### config.mk
export PLATFORM = sky130hd
export DESIGN_NAME = mgmt_core
export DESIGN_NICKNAME = d
export VERILOG_FILES = /design/src/logic/mgmt_pkg.sv /design/src/logic/hk_regs.sv /design/src/logic/hk_spi_shift.sv /design/src/logic/mgmt_clocking.sv /design/src/logic/mgmt_core.sv /design/src/logic/mgmt_io_mux.sv
export VERILOG_INCLUDE_DIRS = /design/src /design/src/include
export SDC_FILE = /design/constraint.sdc
export NUM_CORES = 1
export LEC_CHECK = 0
export ABC_AREA = 1
export BUFFER_PORTS_ARGS = -buffer_cell sky130_fd_sc_hd__buf_2
export CAP_MARGIN = 10
export CORE_UTILIZATION = 50
export CTS_CLUSTER_DIAMETER = 60
export CTS_CLUSTER_SIZE = 25
export DETAILED_ROUTE_END_ITERATION = 16
export PLACE_DENSITY = 0.71
export RECOVER_POWER = 50
export REMOVE_ABC_BUFFERS = 1
export SLEW_MARGIN = 20
export SYNTH_ARGS = -nofsm -noshare
export SYNTH_HDL_FRONTEND = slang
export SYNTH_SLANG_ARGS = --single-unit
### constraint.sdc
create_clock -name clock -period 2.55 [get_ports clock]
set_clock_uncertainty 0.05 [all_clocks]
set_input_delay 0.255 -clock clock [delete_from_list [all_inputs] [get_ports clock]]
set_output_delay 0.255 -clock clock [all_outputs]
set_load 0.01 [all_outputs]
### src/include/mgmt_config.svh
/*
 * Management core constants: pad count, housekeeping register map,
 * SPI command bytes and register reset values
 */
`ifndef MGMT_CONFIG_SVH
`define MGMT_CONFIG_SVH

// Number of user I/O pins
`define MPRJ_IO_PADS 16

// Housekeeping register address width
`define HK_ADDR_W 4

// Register map, mask revision is most significant byte first
`define HK_REG_MASK0 4'd0
`define HK_REG_MASK1 4'd1
`define HK_REG_MASK2 4'd2
`define HK_REG_MASK3 4'd3
`define HK_REG_CLKDIV 4'd4
`define HK_REG_CTRL 4'd5
`define HK_REG_OUT_LO 4'd6
`define HK_REG_OUT_HI 4'd7
`define HK_REG_OEB_LO 4'd8
`define HK_REG_OEB_HI 4'd9
`define HK_REG_IN_LO 4'd10
`define HK_REG_IN_HI 4'd11

// SPI command bytes
`define HK_CMD_WRITE 8'h80
`define HK_CMD_READ 8'h40

// All user pins start with their outputs disabled
`define HK_OEB_RESET {`MPRJ_IO_PADS{1'b1}}

`endif

### src/logic/mgmt_pkg.sv
/*
 * Shared structs: SPI pin bundle, received SPI byte, housekeeping configuration
 */
`include "mgmt_config.svh"

package mgmt_pkg;

	// Raw housekeeping SPI pins
	typedef struct packed {
		logic sck;
		logic csb;
		logic sdi;
	} spi_pins_t;

	// Completed byte from the SPI shifter
	typedef struct packed {
		// First byte since CSB fell, i.e. the command
		logic first;
		logic [7:0] data;
	} spi_byte_t;

	// Configuration driven by the housekeeping registers
	typedef struct packed {
		// Core clock enable divider
		logic [2:0] clk_div;
		// Core reset request from the host
		logic ext_reset;
		// SDO pin takes io_out[1] instead of the shifter
		logic sdo_override;
		logic [`MPRJ_IO_PADS-1:0] io_out;
		// Active high output disable per pin
		logic [`MPRJ_IO_PADS-1:0] io_oeb;
	} hk_cfg_t;

endpackage

### src/logic/hk_regs.sv
/*
 * Housekeeping register file: SPI command/address/data FSM,
 * auto-incrementing address, config registers, IRQ pulse and read mux
 */
`timescale 1ns/1ps
`include "mgmt_config.svh"

module hk_regs (
	input logic clock,
	input logic rst_i,
	input mgmt_pkg::spi_byte_t rx_i,
	input logic rx_valid_i,
	input logic active_i,
	output logic [7:0] tx_byte_o,
	output logic tx_load_o,
	output logic sdo_enb_o,
	input logic [31:0] mask_rev_i,
	input logic [`MPRJ_IO_PADS-1:0] io_in_i,
	output mgmt_pkg::hk_cfg_t cfg_o,
	output logic irq_o
);

	typedef enum logic [1:0] {
		ST_CMD,
		ST_ADDR,
		ST_DATA,
		ST_IGNORE
	} state_e;

	state_e state_q;
	// Current transaction is a read
	logic is_rd_q;
	logic [`HK_ADDR_W-1:0] addr_q;
	logic [`HK_ADDR_W-1:0] next_addr;
	mgmt_pkg::hk_cfg_t cfg_q;
	logic [`MPRJ_IO_PADS-1:0] in_s1_q;
	logic [`MPRJ_IO_PADS-1:0] in_s2_q;

	// Input pins into the clock domain
	always_ff @(posedge clock) begin
		in_s1_q <= io_in_i;
		in_s2_q <= in_s1_q;
	end

	always_ff @(posedge clock) begin
		if (rst_i) begin
			state_q <= ST_CMD;
			is_rd_q <= 1'b0;
			addr_q <= '0;
			irq_o <= 1'b0;
			cfg_q.clk_div <= 3'd0;
			cfg_q.ext_reset <= 1'b0;
			cfg_q.sdo_override <= 1'b0;
			cfg_q.io_out <= '0;
			cfg_q.io_oeb <= `HK_OEB_RESET;
		end else begin
			irq_o <= 1'b0;
			if (!active_i) begin
				// CSB high ends any transaction
				state_q <= ST_CMD;
			end else if (rx_valid_i) begin
				if (rx_i.first) begin
					// Command byte
					if (rx_i.data == `HK_CMD_WRITE) begin
						state_q <= ST_ADDR;
						is_rd_q <= 1'b0;
					end else if (rx_i.data == `HK_CMD_READ) begin
						state_q <= ST_ADDR;
						is_rd_q <= 1'b1;
					end else begin
						state_q <= ST_IGNORE;
					end
				end else begin
					case (state_q)
						ST_ADDR: begin
							addr_q <= rx_i.data[`HK_ADDR_W-1:0];
							state_q <= ST_DATA;
						end
						ST_DATA: begin
							// Wraps at 16
							addr_q <= addr_q + 1'b1;
							if (!is_rd_q) begin
								// Read-only and unused addresses fall through
								case (addr_q)
									`HK_REG_CLKDIV: cfg_q.clk_div <= rx_i.data[2:0];
									`HK_REG_CTRL: begin
										cfg_q.ext_reset <= rx_i.data[0];
										cfg_q.sdo_override <= rx_i.data[1];
										// Self-clearing interrupt request
										irq_o <= rx_i.data[2];
									end
									`HK_REG_OUT_LO: cfg_q.io_out[7:0] <= rx_i.data;
									`HK_REG_OUT_HI: cfg_q.io_out[`MPRJ_IO_PADS-1:8] <= rx_i.data;
									`HK_REG_OEB_LO: cfg_q.io_oeb[7:0] <= rx_i.data;
									`HK_REG_OEB_HI: cfg_q.io_oeb[`MPRJ_IO_PADS-1:8] <= rx_i.data;
									default: ;
								endcase
							end
						end
						default: ;
					endcase
				end
			end
		end
	end

	assign cfg_o = cfg_q;

	// Address of the byte to send next: start address, then the following one
	assign next_addr = (state_q == ST_ADDR) ? rx_i.data[`HK_ADDR_W-1:0] : addr_q + 1'b1;

	// Read mux, unused addresses give 0
	always_comb begin
		case (next_addr)
			`HK_REG_MASK0: tx_byte_o = mask_rev_i[31:24];
			`HK_REG_MASK1: tx_byte_o = mask_rev_i[23:16];
			`HK_REG_MASK2: tx_byte_o = mask_rev_i[15:8];
			`HK_REG_MASK3: tx_byte_o = mask_rev_i[7:0];
			`HK_REG_CLKDIV: tx_byte_o = {5'd0, cfg_q.clk_div};
			// IRQ bit always reads 0
			`HK_REG_CTRL: tx_byte_o = {6'd0, cfg_q.sdo_override, cfg_q.ext_reset};
			`HK_REG_OUT_LO: tx_byte_o = cfg_q.io_out[7:0];
			`HK_REG_OUT_HI: tx_byte_o = cfg_q.io_out[`MPRJ_IO_PADS-1:8];
			`HK_REG_OEB_LO: tx_byte_o = cfg_q.io_oeb[7:0];
			`HK_REG_OEB_HI: tx_byte_o = cfg_q.io_oeb[`MPRJ_IO_PADS-1:8];
			`HK_REG_IN_LO: tx_byte_o = in_s2_q[7:0];
			`HK_REG_IN_HI: tx_byte_o = in_s2_q[`MPRJ_IO_PADS-1:8];
			default: tx_byte_o = 8'h00;
		endcase
	end

	// Load only after the address byte or a data byte of a read
	assign tx_load_o = rx_valid_i & ~rx_i.first & is_rd_q &
		(state_q == ST_ADDR || state_q == ST_DATA);

	// SDO driven only through the data phase of a read
	assign sdo_enb_o = ~(state_q == ST_DATA && is_rd_q);

endmodule

### src/logic/hk_spi_shift.sv
/*
 * Housekeeping SPI slave front end: pin synchroniser, SCK edge detect,
 * receive byte assembly and SDO transmit shifter (mode 0, MSB first)
 */
`timescale 1ns/1ps

module hk_spi_shift (
	input logic clock,
	input logic rst_i,
	input mgmt_pkg::spi_pins_t pins_i,
	output mgmt_pkg::spi_byte_t rx_o,
	output logic rx_valid_o,
	input logic [7:0] tx_byte_i,
	input logic tx_load_i,
	output logic sdo_o,
	output logic active_o
);

	// Two sync stages, third SCK stage is the edge history
	logic [2:0] sck_q;
	logic [1:0] csb_q;
	logic [1:0] sdi_q;
	logic sck_rise;
	logic sck_fall;
	logic csb_s;
	logic sdi_s;

	// Receive side
	logic [2:0] bit_cnt_q;
	logic first_q;
	logic [7:0] rx_shift_q;

	// Transmit side
	logic [7:0] tx_shift_q;
	logic [7:0] tx_pend_q;
	logic tx_pend_vld_q;

	always_ff @(posedge clock) begin
		if (rst_i) begin
			sck_q <= 3'b000;
			// CSB idles high
			csb_q <= 2'b11;
			sdi_q <= 2'b00;
		end else begin
			sck_q <= {sck_q[1:0], pins_i.sck};
			csb_q <= {csb_q[0], pins_i.csb};
			sdi_q <= {sdi_q[0], pins_i.sdi};
		end
	end

	assign sck_rise = sck_q[1] & ~sck_q[2];
	assign sck_fall = ~sck_q[1] & sck_q[2];
	assign csb_s = csb_q[1];
	assign sdi_s = sdi_q[1];
	assign active_o = ~csb_s;

	// Bit counter and first-byte flag, both cleared while deselected
	always_ff @(posedge clock) begin
		if (rst_i) begin
			bit_cnt_q <= 3'd0;
			first_q <= 1'b1;
			rx_valid_o <= 1'b0;
		end else begin
			rx_valid_o <= 1'b0;
			if (csb_s) begin
				bit_cnt_q <= 3'd0;
				first_q <= 1'b1;
			end else if (sck_rise) begin
				bit_cnt_q <= bit_cnt_q + 3'd1;
				// Eighth bit completes the byte
				if (bit_cnt_q == 3'd7) begin
					rx_valid_o <= 1'b1;
					first_q <= 1'b0;
				end
			end
		end
	end

	// SDI sampled on rising SCK
	always_ff @(posedge clock) begin
		if (sck_rise) begin
			rx_shift_q <= {rx_shift_q[6:0], sdi_s};
		end
		if (sck_rise && !csb_s && bit_cnt_q == 3'd7) begin
			rx_o.data <= {rx_shift_q[6:0], sdi_s};
			rx_o.first <= first_q;
		end
	end

	// Byte from the register file waits here for the next falling edge
	always_ff @(posedge clock) begin
		if (tx_load_i) begin
			tx_pend_q <= tx_byte_i;
		end
	end

	always_ff @(posedge clock) begin
		if (rst_i) begin
			tx_pend_vld_q <= 1'b0;
			tx_shift_q <= 8'h00;
		end else if (csb_s) begin
			tx_pend_vld_q <= 1'b0;
			tx_shift_q <= 8'h00;
		end else begin
			if (tx_load_i) begin
				tx_pend_vld_q <= 1'b1;
			end else if (sck_fall) begin
				tx_pend_vld_q <= 1'b0;
			end
			if (sck_fall) begin
				tx_shift_q <= tx_pend_vld_q ? tx_pend_q : {tx_shift_q[6:0], 1'b0};
			end
		end
	end

	// Look ahead on a falling edge so SDO settles one cycle sooner
	assign sdo_o = sck_fall ? (tx_pend_vld_q ? tx_pend_q[7] : tx_shift_q[6]) : tx_shift_q[7];

endmodule

### src/logic/mgmt_clocking.sv
/*
 * Core reset synchroniser and core clock enable divider
 */
`timescale 1ns/1ps

module mgmt_clocking (
	input logic clock,
	input logic rst_i,
	input mgmt_pkg::hk_cfg_t cfg_i,
	output logic core_ce_o,
	output logic core_rst_o
);

	logic [1:0] rst_sync_q;
	logic [2:0] div_q;
	logic [2:0] cnt_q;

	// Held while either request is high, released 2 cycles later
	always_ff @(posedge clock) begin
		if (rst_i || cfg_i.ext_reset) begin
			rst_sync_q <= 2'b11;
		end else begin
			rst_sync_q <= {rst_sync_q[0], 1'b0};
		end
	end

	assign core_rst_o = rst_sync_q[1];

	// One enable pulse per clk_div+1 cycles
	always_ff @(posedge clock) begin
		if (rst_i) begin
			div_q <= 3'd0;
			cnt_q <= 3'd0;
			core_ce_o <= 1'b0;
		end else if (core_rst_o || cfg_i.clk_div != div_q) begin
			// Restart on core reset or a new divider value
			div_q <= cfg_i.clk_div;
			cnt_q <= 3'd0;
			core_ce_o <= 1'b0;
		end else if (cnt_q == div_q) begin
			cnt_q <= 3'd0;
			core_ce_o <= 1'b1;
		end else begin
			cnt_q <= cnt_q + 3'd1;
			core_ce_o <= 1'b0;
		end
	end

endmodule

### src/logic/mgmt_core.sv
/*
 * Management core top: housekeeping SPI, register file, clocking and I/O mux
 */
`timescale 1ns/1ps
`include "mgmt_config.svh"

module mgmt_core (
	input logic clock,
	input logic rst_i,
	// Housekeeping SPI pins
	input logic spi_sck_i,
	input logic spi_csb_i,
	input logic spi_sdi_i,
	output logic sdo_out_o,
	output logic sdo_outenb_o,
	// User I/O
	input logic [`MPRJ_IO_PADS-1:0] mgmt_in_data_i,
	output logic [`MPRJ_IO_PADS-1:0] mgmt_out_data_o,
	output logic [`MPRJ_IO_PADS-1:0] mgmt_oeb_o,
	// Metal programmed mask revision
	input logic [31:0] mask_rev_i,
	// Core clocking and interrupt
	output logic core_ce_o,
	output logic core_rst_o,
	output logic irq_o
);

	mgmt_pkg::spi_pins_t spi_pins;
	mgmt_pkg::spi_byte_t spi_rx;
	mgmt_pkg::hk_cfg_t hk_cfg;
	logic spi_rx_valid;
	logic spi_active;
	logic [7:0] spi_tx_byte;
	logic spi_tx_load;
	// Shifter output before override
	logic sdo_pre;

	assign spi_pins = '{sck: spi_sck_i, csb: spi_csb_i, sdi: spi_sdi_i};

	hk_spi_shift u_spi (
		.clock(clock),
		.rst_i(rst_i),
		.pins_i(spi_pins),
		.rx_o(spi_rx),
		.rx_valid_o(spi_rx_valid),
		.tx_byte_i(spi_tx_byte),
		.tx_load_i(spi_tx_load),
		.sdo_o(sdo_pre),
		.active_o(spi_active)
	);

	hk_regs u_regs (
		.clock(clock),
		.rst_i(rst_i),
		.rx_i(spi_rx),
		.rx_valid_i(spi_rx_valid),
		.active_i(spi_active),
		.tx_byte_o(spi_tx_byte),
		.tx_load_o(spi_tx_load),
		.sdo_enb_o(sdo_outenb_o),
		.mask_rev_i(mask_rev_i),
		.io_in_i(mgmt_in_data_i),
		.cfg_o(hk_cfg),
		.irq_o(irq_o)
	);

	mgmt_clocking u_clocking (
		.clock(clock),
		.rst_i(rst_i),
		.cfg_i(hk_cfg),
		.core_ce_o(core_ce_o),
		.core_rst_o(core_rst_o)
	);

	mgmt_io_mux u_io_mux (
		.clock(clock),
		.rst_i(rst_i),
		.cfg_i(hk_cfg),
		.sdo_pre_i(sdo_pre),
		.sdo_out_o(sdo_out_o),
		.mgmt_out_data_o(mgmt_out_data_o),
		.mgmt_oeb_o(mgmt_oeb_o)
	);

endmodule

### src/logic/mgmt_io_mux.sv
/*
 * User I/O output masking and SDO override, all outputs registered
 */
`timescale 1ns/1ps
`include "mgmt_config.svh"

module mgmt_io_mux (
	input logic clock,
	input logic rst_i,
	input mgmt_pkg::hk_cfg_t cfg_i,
	input logic sdo_pre_i,
	output logic sdo_out_o,
	output logic [`MPRJ_IO_PADS-1:0] mgmt_out_data_o,
	output logic [`MPRJ_IO_PADS-1:0] mgmt_oeb_o
);

	logic [`MPRJ_IO_PADS-1:0] out_d;

	// Two pins at each end are output only, the rest share in and out
	always_comb begin
		for (int i = 0; i < `MPRJ_IO_PADS; i++) begin
			if (i < 2 || i >= `MPRJ_IO_PADS - 2) begin
				out_d[i] = cfg_i.io_out[i];
			end else begin
				// Disabled shared pin drives 0
				out_d[i] = cfg_i.io_out[i] & ~cfg_i.io_oeb[i];
			end
		end
	end

	always_ff @(posedge clock) begin
		if (rst_i) begin
			sdo_out_o <= 1'b0;
			mgmt_out_data_o <= '0;
			mgmt_oeb_o <= `HK_OEB_RESET;
		end else begin
			// Host may take over SDO through io_out[1]
			sdo_out_o <= cfg_i.sdo_override ? cfg_i.io_out[1] : sdo_pre_i;
			mgmt_out_data_o <= out_d;
			mgmt_oeb_o <= cfg_i.io_oeb;
		end
	end

endmodule

==> metrics.csv, run 1 <==
stage;metric;value;unit
grt;gr-usage-all-layers;0.2492;
synth;synth_area_leader_cell;dfxtp_1;
placed_design;io_buffers;89;
final_layout;drive_gt1_frac;0.1843;
grt;grt_max_degree;49;
sta;period_minus_slack;2.278;ns
pwr;vdd_drop_max;0.5614;mV
clock_network;clk_path_buf_depth;2;
sta;fin_crit_sh;0.8935;
floorplan;die_h;113.0;microns
worst_hold_path;min_from;mask_rev_i[22];
worst_hold_path;hold_path_class;in2reg;
synth;synthTopCellsByArea;dfxtp_1 (45%), edfxtp_1 (12%), nand2_1 (6.5%);
floorplan;io_pins;90;
route;firstDrtPassIters;5;
final_layout;multi_input_area;0.002190;sq mm
synth;synth_cell_types;30;
grt;grt_overflow;0;
route;drt-total-wl;15.05;mm
route;drt-vias-per-instance;5.432;
grt;grt_pass1_vias;4978;
synth;ys_warn_count;0;
floorplan;rows;40;
setup_path;worstPathRequired;2.79;ns
synth;synth_top_area_frac;0.4546;
pwr;power.density;704.4;mW/mm^2
placed_design;dp_slack;0.2713;ns
final_layout;insertedDiodeCount;0;
synth;ys_seq_elements;164;
setup_path;path_max_fanout;19;
clock_network;cts_buffers;17;
worst_hold_path;hold_end;u_spi.tx_pend_q[6];
clock_network;root_buffer;clkbuf_16;
sta;max_slew.worst_pin.slew;1.275;ns
floorplan;die-area;0.01278;sq mm
final_layout;nets;863;
flow_run;cap_viol_max_count;0;
final_layout;nFillCells;1016;
setup_path;critPathLaunchType;flip-flop;
route;num_vias;5220;
floorplan;die_w;113.0;microns
route;route.detailed.drc;0;
placed_design;routabilityCongestion;0.9374;
clock_network;insertion_delay;0.43;ns
setup_path;crit_arrival;2.52;ns
route;ant_nets;0;
synth;syn_inst;695;
sta;finalHoldViolations;0;
final_layout;fin_util;0.6201;
synth;ys_seq_area_frac;0.5715;
setup_path;r2r_cells;11;
sta;slew_headroom;0.1500;
floorplan;core;0.01201;sq mm
setup_path;crit_type;reg2reg;
worst_hold_path;hold_path_depth;5;
synth;synth_area;0.006165;sq mm
grt;grt_pass1_wl;24.27;mm
synth;synth_area_per_cell;8.870;sq um
route;routedWlPerCell;15.66;microns
route;drtIter0Drc;431;
final_layout;regArea;0.003523;sq mm
sta;worst_slack;0.2716;ns
setup_path;endpoint_kind;flip-flop;
sta;fmax;438.9;MHz
outcome;outcome;completed;
clock_network;post_cts_buffers;0;
clock_network;cts_tree;done;
placed_design;dp_hpwl;10.35;mm
sta;setup_tns;0;ns
clock_network;clk_pin_slew;0.06;ns
pwr;leakage;3.171;nW
final_layout;syn_to_final_growth;20.82;%
sta;slew_viol_final;0;
floorplan;start_util;0.5132;
clock_network;htree_levels;4;
grt;antenna_found_initial;0;
setup_path;rrSetupSlack;0.27;ns
sta;rsz0062_at_grt;no;
setup_path;rr_startpoint;u_regs.addr_q[0];
sta;setup_violations;0;
setup_path;r2r_end;u_spi.tx_pend_q[5];
clock_network;cts.sinks;164;
[worst max-delay path by stage]
stage	start	to	cells past startpoint
floorplan	u_regs.addr_q[0]	u_spi.tx_pend_q[0]	10
global placement	u_regs.addr_q[0]	u_spi.tx_pend_q[3]	9
detailed placement	u_regs.addr_q[0]	u_spi.tx_pend_q[5]	9
CTS	u_regs.addr_q[0]	u_spi.tx_pend_q[5]	9
global route	u_regs.addr_q[0]	u_spi.tx_pend_q[5]	12
finish	u_regs.addr_q[0]	u_spi.tx_pend_q[5]	11
[power breakdown]
group,total (mW),internal [mW],leakage (nW),switching [mW]
clock network,2.45,1.43,0.277,1.02
registers,2.67,2.66,1.36,0.0109
logic,0.129,0.0664,1.53,0.0629
[layer usage]
metal	up-vias	routed length (microns)	track usage
met1	2426	6096	0.2956
met4	0	708	0.1561
met2	198	7364	0.4139
met5	-	0	0
met3	45	877	0.05249
li1	2551	-	-
[Yosys cell counts]
cell type  number
a21boi_2        1
a21oi_1        46
a221oi_1        2
a31oi_1         2
buf_2          11
buf_4           6
buf_6           1
buf_8           1
clkbuf_1       14
dfxtp_1       140
edfxtp_1       24
ha_1            9
inv_1          69
inv_2           5
nand2_1       106
nand2_2         1
nand3_1        34
nand4_1        62
nor2_1         68
nor2_2          5
nor2_4          3
nor3_1          3
nor4_1          4
o211ai_1       13
o21a_1          1
o21ai_0        40
o21ai_2         2
o221a_2         1
or2_2          16
xnor2_1         5
[through the flow]
step	instance area [sq um]	std cells	hold WS, ns	power (mW)
5_1_grt	7448	961	0.2102	5.408
3_5_place_dp	6705	910	0.2621	2.831
6_report	7448	961	0.2140	5.246
4_1_cts	7468	961	0.1955	5.280
3_3_place_gp	6705	910	0.2618	2.826
2_1_floorplan	5986	662	0.2327	2.761
[cells in the final DEF (no fill, tap or decap), types with 4 or more instances in the layout]
cell type / count
nor2_4: 4
a21oi_1: 46
inv_1: 69
nand3_1: 34
o21ai_0: 40
ha_1: 9
or2_2: 16
edfxtp_1: 24
dlygate4sd3_1: 19
nand4_1: 62
xnor2_1: 5
nor4_1: 4
inv_2: 5
buf_2: 77
clkbuf_1: 17
clkbuf_16: 18
nor2_1: 68
dfxtp_1: 140
o211ai_1: 13
nor2_2: 4
buf_4: 9
nand2_1: 106
[state kept, by name, indices dropped and copies added, names as in the netlist, 4 cells and up]
| register | cells |
|---|---|
| u_regs.in_s1_q | 16 |
| u_spi.tx_pend_q | 8 |
| u_io_mux.mgmt_out_data_o | 16 |
| u_regs.cfg_o | 37 |
| u_regs.addr_q | 4 |
| u_spi.rx_shift_q | 7 |
| u_io_mux.mgmt_oeb_o | 16 |
| u_regs.in_s2_q | 16 |
| u_spi.tx_shift_q | 8 |
| u_spi.rx_o | 9 |
[worst max-delay path, stage by stage (launching register included)]
cell,delay [ns]
dfxtp_1,0.47
inv_1,0.13
ha_1,0.31
inv_1,0.05
o21ai_2,0.26
inv_2,0.08
nor2_2,0.12
buf_4,0.28
nand4_1,0.13
nand2_1,0.12
nor2_1,0.06
nand3_1,0.09
[final cells by class]
| type | count | area share |
|---|---|---|
| timing repair buffer | 120 | 0.09407 |
| tap | 147 | 0.02469 |
| clock inverter | 10 | 0.01310 |
| inverter | 74 | 0.03729 |
| multi-input combinational | 424 | 0.2940 |
| clock buffer | 22 | 0.06383 |
| sequential | 164 | 0.4730 |
[cell families (layout without fill, tap and decap cells)]
kind of cell | after synthesis | in the layout | synth area share
flip-flops | 164 | 164 | 0.5715
adder cells (fa/ha/maj) | 9 | 9 | 0.01827
XOR/XNOR | 5 | 5 | 0.007103
buffers and inverters | 107 | 226 | 0.07408
AND/OR/NAND/NOR | 302 | 302 | 0.2308
AO/OA/AOI/OAI | 108 | 108 | 0.09823
[what timing repair did]
| item | CTS | global route |
|---|---|---|
| hold endpoints to repair | 19 | 0 |
| hold buffers | 19 | 0 |
| gates resized for setup | 0 | 1 |
| setup endpoints to repair | 0 | 1 |
No activity file was read; power rests on OpenSTA's default activity.
==> inputs of run 2 (changes only) <==
--- a/config.mk
+++ b/config.mk
@@ -9,11 +9,10 @@
 export ABC_AREA = 1
 export BUFFER_PORTS_ARGS = -buffer_cell sky130_fd_sc_hd__buf_2
 export CAP_MARGIN = 10
-export CORE_UTILIZATION = 50
+export CORE_UTILIZATION = 40
 export CTS_CLUSTER_DIAMETER = 60
 export CTS_CLUSTER_SIZE = 25
 export DETAILED_ROUTE_END_ITERATION = 16
-export PLACE_DENSITY = 0.71
 export RECOVER_POWER = 50
 export REMOVE_ABC_BUFFERS = 1
 export SLEW_MARGIN = 20
==> run 2 against run 1 <==
  * The flow now finishes with violations (max-capacitance violations, max-slew violations)
  * Sequential power about the same
  * Global-route usage down 5.0 points
  * Register-to-register slack lost 0.08 ns
  * First-iteration DRC count fell by 25%
  * Hold slack got worse by 0.012 ns
  * Cell count increased by 4.4%
  * Critical path depth grew 2
==> metrics.csv, run 2 (synthesized netlist as in run 1, its figures left out) <==
stage;metric;value;unit
outcome;outcome;finished, violations left;
outcome;violations;max-capacitance violations, max-slew violations;
route;ant_nets;0;
clock_network;insertion_delay;0.43;ns
placed_design;dpl_cell_area;0.006764;sq mm
setup_path;crit_arrival;2.60;ns
grt;grt_pass1_wl;24.36;mm
clock_network;htree_levels;4;
pwr;leakage;3.172;nW
final_layout;final_area;0.007476;sq mm
grt;grt_max_degree;49;
setup_path;crit_top_cell;inv_1;
final_layout;most-common-layout-cells;dfxtp_1 (140), nand2_1 (106), buf_2 (77), inv_1 (69), nor2_1 (68);
placed_design;routabilityCongestion;0.8564;
sta;worst_slack;0.1927;ns
clock_network;post_cts_buffers;0;
route;routedWlPerCell;15.03;microns
floorplan;die-area;0.01591;sq mm
setup_path;endpoint_kind;flip-flop;
setup_path;rr_startpoint;u_regs.addr_q[0];
setup_path;crit_type;reg2reg;
sta;setup_tns;0;ns
clock_network;cts_buffers;17;
floorplan;start_util;0.4070;
clock_network;root_buffer;clkbuf_16;
final_layout;final_common_cell;dfxtp_1;
route;firstDrtPassIters;5;
pwr;power.density;690.1;mW/mm^2
clock_network;clk_path_buf_depth;2;
sta;period_minus_slack;2.357;ns
sta;fmax;424.2;MHz
grt;grt_pass1_vias;4930;
placed_design;io_buffers;89;
setup_path;r2r_cells;13;
clock_network;cts_tree;done;
setup_path;startpoint;u_regs.addr_q[0];
pwr;vdd_drop_max;0.4680;mV
sta;slew_headroom;-0.04143;
final_layout;nets;864;
route;drt-total-wl;15.08;mm
worst_hold_path;hold_path_depth;5;
sta;finalHoldViolations;0;
final_layout;largest_register_ffs;37;
setup_path;r2r_end;u_spi.tx_pend_q[4];
route;route.detailed.drc;0;
setup_path;critPathLaunchType;flip-flop;
worst_hold_path;hold_end;u_spi.tx_pend_q[2];
floorplan;die_h;126.1;microns
route;drtIter0Drc;322;
placed_design;dp_hpwl;10.77;mm
sta;slew_viol_final;41;
final_layout;syn_to_final_growth;21.27;%
floorplan;rows;45;
clock_network;cts_resized;0;
route;drt-vias-per-instance;5.084;
sta;fin_crit_sh;0.9244;
clock_network;clk_pin_slew;0.07;ns
final_layout;insertedDiodeCount;0;
setup_path;worstPathRequired;2.79;ns
worst_hold_path;min_from;mask_rev_i[26];
grt;grt_overflow;0;
setup_path;crit_chain;inv_1 -> ha_1 -> inv_1 -> o21ai_2 -> inv_2 -> nor2_2 -> buf_4 -> inv_2 -> nor2_4 -> nand2_1 -> nand2_1 -> inv_1 -> nand3_1;
grt;antenna_found_initial;0;
placed_design;dp_slack;0.2189;ns
sta;rsz0062_at_grt;no;
grt;gr-usage-all-layers;0.1996;
worst_hold_path;hold_path_class;in2reg;
setup_path;cpPeakStageDelay;0.47;ns
setup_path;slowest_stage;dfxtp_1;
setup_path;path_max_fanout;20;
floorplan;die_w;126.1;microns
floorplan;core;0.01515;sq mm
floorplan;io_pins;90;
flow_run;cap_viol_max_count;1;
setup_path;rrSetupSlack;0.19;ns
clock_network;cts.sinks;164;
route;num_vias;5099;
sta;setup_violations;0;
sta;max_slew.worst_pin.slew;1.562;ns
final_layout;drive_gt1_frac;0.1865;
run 2: what timing repair did:
action | CTS | global route
endpoints found under the hold margin | 19 | 0
hold buffers | 19 | 0
endpoints found under the setup margin | 0 | 0
run 2: through the flow:
stage	util	cells	hold WS, ns	total power [mW]
3_3_place_gp	0.4466	952	0.2645	2.828
5_1_grt	0.4936	1003	0.2124	5.347
6_report	0.4936	1003	0.2024	5.159
4_1_cts	0.4953	1003	0.1593	5.211
2_1_floorplan	-	662	0.2327	2.761
3_5_place_dp	0.4466	952	0.2621	2.831
run 2: how the worst max path moves through the flow:
stage,slack (ns),depth (start not counted),to
final,0.19,13,u_spi.tx_pend_q[4]
after CTS,0.20,13,u_spi.tx_pend_q[5]
after detailed placement,0.22,13,u_spi.tx_pend_q[5]
after global routing,0.02,10,u_spi.tx_pend_q[7]
after floorplan,0.27,10,u_spi.tx_pend_q[0]
after global placement,0.28,10,u_spi.tx_pend_q[3]
run 2: layer usage:
| metal | share of wire | track usage |
|---|---|---|
| met1 | 0.44 | 0.2379 |
| met2 | 0.50 | 0.3435 |
| met3 | 0.040 | 0.05098 |
| met4 | 0.019 | 0.07867 |
| met5 | 0 | 0 |
run 2: final cells by class:
cell class | instances | area, sq um
Tap cell | 188 | 235.2
Sequential cell | 164 | 3523
Clock buffer | 20 | 456.7
Fill cell | 1451 | 7670
Timing Repair Buffer | 121 | 706.9
Multi-Input combinational cell | 424 | 2185
Inverter | 74 | 277.8
Clock inverter | 12 | 91.34
run 2: power breakdown:
| group | switching, mW | total, mW | internal [mW] |
|---|---|---|---|
| sequential | 0.0105 | 2.67 | 2.66 |
| clock | 1.06 | 2.37 | 1.31 |
| combinational | 0.0601 | 0.127 | 0.0667 |
run 2: worst max-delay path, delay by kind of cell, from the launching register on:
family | cells | cell delay [ns]
buffers and inverters | 6 | 0.65
AO/OA/AOI/OAI | 1 | 0.23
adder cells (fa/ha/maj) | 1 | 0.32
flip-flops | 1 | 0.47
AND/OR/NAND/NOR | 5 | 0.48
==> inputs of run 3 (changes only) <==
--- a/config.mk
+++ b/config.mk
@@ -13,9 +13,11 @@
 export CTS_CLUSTER_DIAMETER = 60
 export CTS_CLUSTER_SIZE = 25
 export DETAILED_ROUTE_END_ITERATION = 16
+export PLACE_DENSITY = 0.66
 export RECOVER_POWER = 50
 export REMOVE_ABC_BUFFERS = 1
 export SLEW_MARGIN = 20
 export SYNTH_ARGS = -nofsm -noshare
 export SYNTH_HDL_FRONTEND = slang
+export SYNTH_HIERARCHICAL = 1
 export SYNTH_SLANG_ARGS = --single-unit
==> run 3 against run 2 <==
  * The flow now finishes without violations
  * Core utilization down 0.095 points
  * Non-clock buffer count is 4 higher
  * Area after synthesis grew 5.0%
  * Via count increased by 3.8%
  * Clock power rose by 4%
  * Final area up 4.3%
  * Power up 2.0%
  * Synthesized cell count grew 5.8%
  * Combinational power is essentially flat
  * Sequential power hardly changed
==> metrics.csv, run 3 <==
stage;metric;value;unit
setup_path;critPathLaunchType;flip-flop;
pwr;p_sw_frac;0.1987;
synth;syn_inst;735;
sta;whs;0.2074;ns
grt;grt_max_degree;47;
pwr;power_switching;1.046;mW
setup_path;worstPathRequired;2.77;ns
floorplan;io_pins;90;
grt;grt_overflow;0;
placed_design;routabilityCongestion;0.8946;
pwr;power.density;675.1;mW/mm^2
route;routedWlPerCell;14.03;microns
clock_network;root_buffer;clkbuf_16;
clock_network;clk_path_buf_depth;2;
synth;synthTopCellsByArea;dfxtp_1 (43%), edfxtp_1 (11%), nand2_1 (7.6%);
pwr;combPwrFrac;0.024;
final_layout;largest_register_ffs;37;
sta;max_slew.worst_pin.slew;0.9107;ns
worst_hold_path;hold_path_class;in2reg;
clock_network;clk_pin_slew;0.06;ns
final_layout;final_area;0.007797;sq mm
synth;synth_area_per_cell;8.804;sq um
final_layout;syn_to_final_growth;20.50;%
sta;rsz0062_at_grt;no;
final_layout;fin_util;0.4926;
pwr;leakage;3.362;nW
flow_run;cap_viol_max_count;0;
setup_path;rr_startpoint;u_regs/addr_q[0];
clock_network;cts.sinks;164;
floorplan;die_h;129.2;microns
setup_path;crit_arrival;2.43;ns
route;drt-vias-per-instance;4.929;
sta;setup_tns;0;ns
clock_network;htree_levels;4;
synth;yosysMostFrequentCell;dfxtp_1;
placed_design;io_buffers;89;
floorplan;die_w;129.2;microns
setup_path;r2r_end;u_spi/tx_pend_q[6];
route;ant_nets;0;
clock_network;cts_buffers;17;
clock_network;insertion_delay;0.42;ns
setup_path;r2r_cells;10;
route;num_vias;5294;
sta;fmax;453.1;MHz
floorplan;die-area;0.01669;sq mm
synth;synth_top_area_frac;0.4331;
sta;fin_crit_sh;0.8655;
setup_path;path_max_fanout;9;
setup_path;endpoint_kind;flip-flop;
sta;slew_headroom;0.3929;
route;firstDrtPassIters;6;
placed_design;dpl_cell_area;0.007087;sq mm
synth;synth_area_leader_cell;dfxtp_1;
grt;grt_pass1_vias;4832;
final_layout;insertedDiodeCount;0;
synth;yosys-top-cells-count;dfxtp_1 (140), nand2_1 (131), nor2_1 (76);
synth;yosys_most_used_dff;dfxtp_1;
setup_path;crit_end;u_spi/tx_pend_q[6];
synth;async_reset_ff_frac;0;
grt;grt_pass1_wl;23.76;mm
sta;slew_viol_final;0;
synth;ys_warn_count;6;
route;drt-total-wl;15.06;mm
final_layout;most-common-layout-cells;dfxtp_1 (140), nand2_1 (133), buf_2 (78), inv_1 (76), nor2_1 (75);
clock_network;cts_tree;done;
setup_path;rrSetupSlack;0.34;ns
placed_design;dp_hpwl;10.76;mm
floorplan;rows;46;
final_layout;nets;907;
synth;synth_edf_count;24;
final_layout;fin_cells;1074;
sta;setup_violations;0;
floorplan;core;0.01583;sq mm
synth;synth_cell_types;37;
final_layout;final_common_cell;dfxtp_1;
grt;gr-usage-all-layers;0.1889;
placed_design;dpl.cell_count;1023;
setup_path;crit_type;reg2reg;
pwr;clkPwrFrac;0.468;
sta;period_minus_slack;2.207;ns
floorplan;start_util;0.4089;
setup_path;startpoint;u_regs/addr_q[0];
route;route.detailed.drc;0;
synth;synth_area;0.006471;sq mm
sta;finalHoldViolations;0;
pwr;cellInternalPower;4.218;mW
synth;ys_seq_elements;164;
clock_network;post_cts_buffers;0;
grt;antenna_found_initial;0;
final_layout;nFillCells;1523;
synth;ys_seq_area_frac;0.5445;
pwr;pwr-share-seq;0.507;
route;drtIter0Drc;390;
pwr;vdd_drop_max;0.4490;mV
final_layout;drive_gt1_frac;0.1888;
outcome;outcome;completed;
==> run 3: cell count changes after synthesis, sizes merged, moves of 3 or more <==
| cell | delta |
|---|---|
| buf | +7 |
| inv | +11 |
| o21ai | -12 |
| nand2 | +29 |
| a211oi | +8 |
| nor2 | +20 |
| or2 | +3 |
| clkbuf | -6 |
| a21oi | -26 |
| o211ai | +3 |
| nor4 | -3 |
| nand4 | +5 |
==> run 3: power groups by stage <==
stage	clock, mW	combinational, mW	sequential (mW)
4_1_cts	2.52	0.131	2.67
3_3_place_gp	0	0.108	2.73
6_report	2.47	0.126	2.67
3_5_place_dp	0	0.109	2.73
2_1_floorplan	0	0.0381	2.72
5_1_grt	2.61	0.141	2.67
==> run 3: cell families after synthesis <==
family / count (synthesis) / synth area share
AO/OA/AOI/OAI: 79 / 0.07637
XOR/XNOR: 4 / 0.005413
adder cells (fa/ha/maj): 9 / 0.01740
buffers and inverters: 120 / 0.08546
flip-flops: 164 / 0.5445
AND/OR/NAND/NOR: 359 / 0.2709
==> run 3: worst min-delay path by stage <==
stage / from / end / cells after the start
after floorplan: mgmt_in_data_i[0] / u_regs/in_s1_q[0] / 0
after global placement: u_regs/in_s1_q[0] / u_regs/in_s2_q[0] / 0
after detailed placement: u_regs/in_s1_q[8] / u_regs/in_s2_q[8] / 0
after CTS: mask_rev_i[20] / u_spi/tx_pend_q[4] / 5
after global routing: mask_rev_i[20] / u_spi/tx_pend_q[4] / 5
final: mask_rev_i[20] / u_spi/tx_pend_q[4] / 5
==> run 3: per-stage QoR <==
| step | power, mW | worst slack [ns] |
|---|---|---|
| 2_1_floorplan | 2.761 | 0.1587 |
| 3_3_place_gp | 2.837 | 0.2796 |
| 3_5_place_dp | 2.837 | 0.1879 |
| 4_1_cts | 5.322 | 0.1633 |
| 5_1_grt | 5.429 | 0.1808 |
| 6_report | 5.264 | 0.3431 |
==> run 3: area by class of cell <==
cell class	count	area [sq um]	share of cell area
Clock buffer	24	473.0	0.06065
Clock inverter	8	100.1	0.01284
Inverter	86	324.1	0.04156
Multi-Input combinational cell	451	2360	0.3026
Sequential cell	164	3523	0.4519
Tap cell	216	270.3	0.03466
Timing Repair Buffer	125	747.0	0.09580
==> run 3: routing by layer <==
metal,global-route usage,vias up,wire length (microns)
met5,0,-,0
li1,-,2660,-
met2,0.2973,174,6934
met4,0.1024,0,527
met3,0.04872,38,882
met1,0.2373,2422,6718
==> run 3: critical path, cell delays in order, from the launching register on <==
cell	delay [ns]
dfxtp_1	0.42
inv_1	0.11
ha_1	0.32
inv_1	0.10
o21ai_4	0.08
nor2_2	0.38
buf_4	0.26
nand4_1	0.11
nand2_1	0.08
nor2_1	0.05
nand3_1	0.11
==> run 3: what timing repair did <==
item	4_1_cts	5_1_grt
setup endpoints to repair	0	6
hold buffers	19	0
endpoints found under the hold margin	19	0
resized for setup	0	1
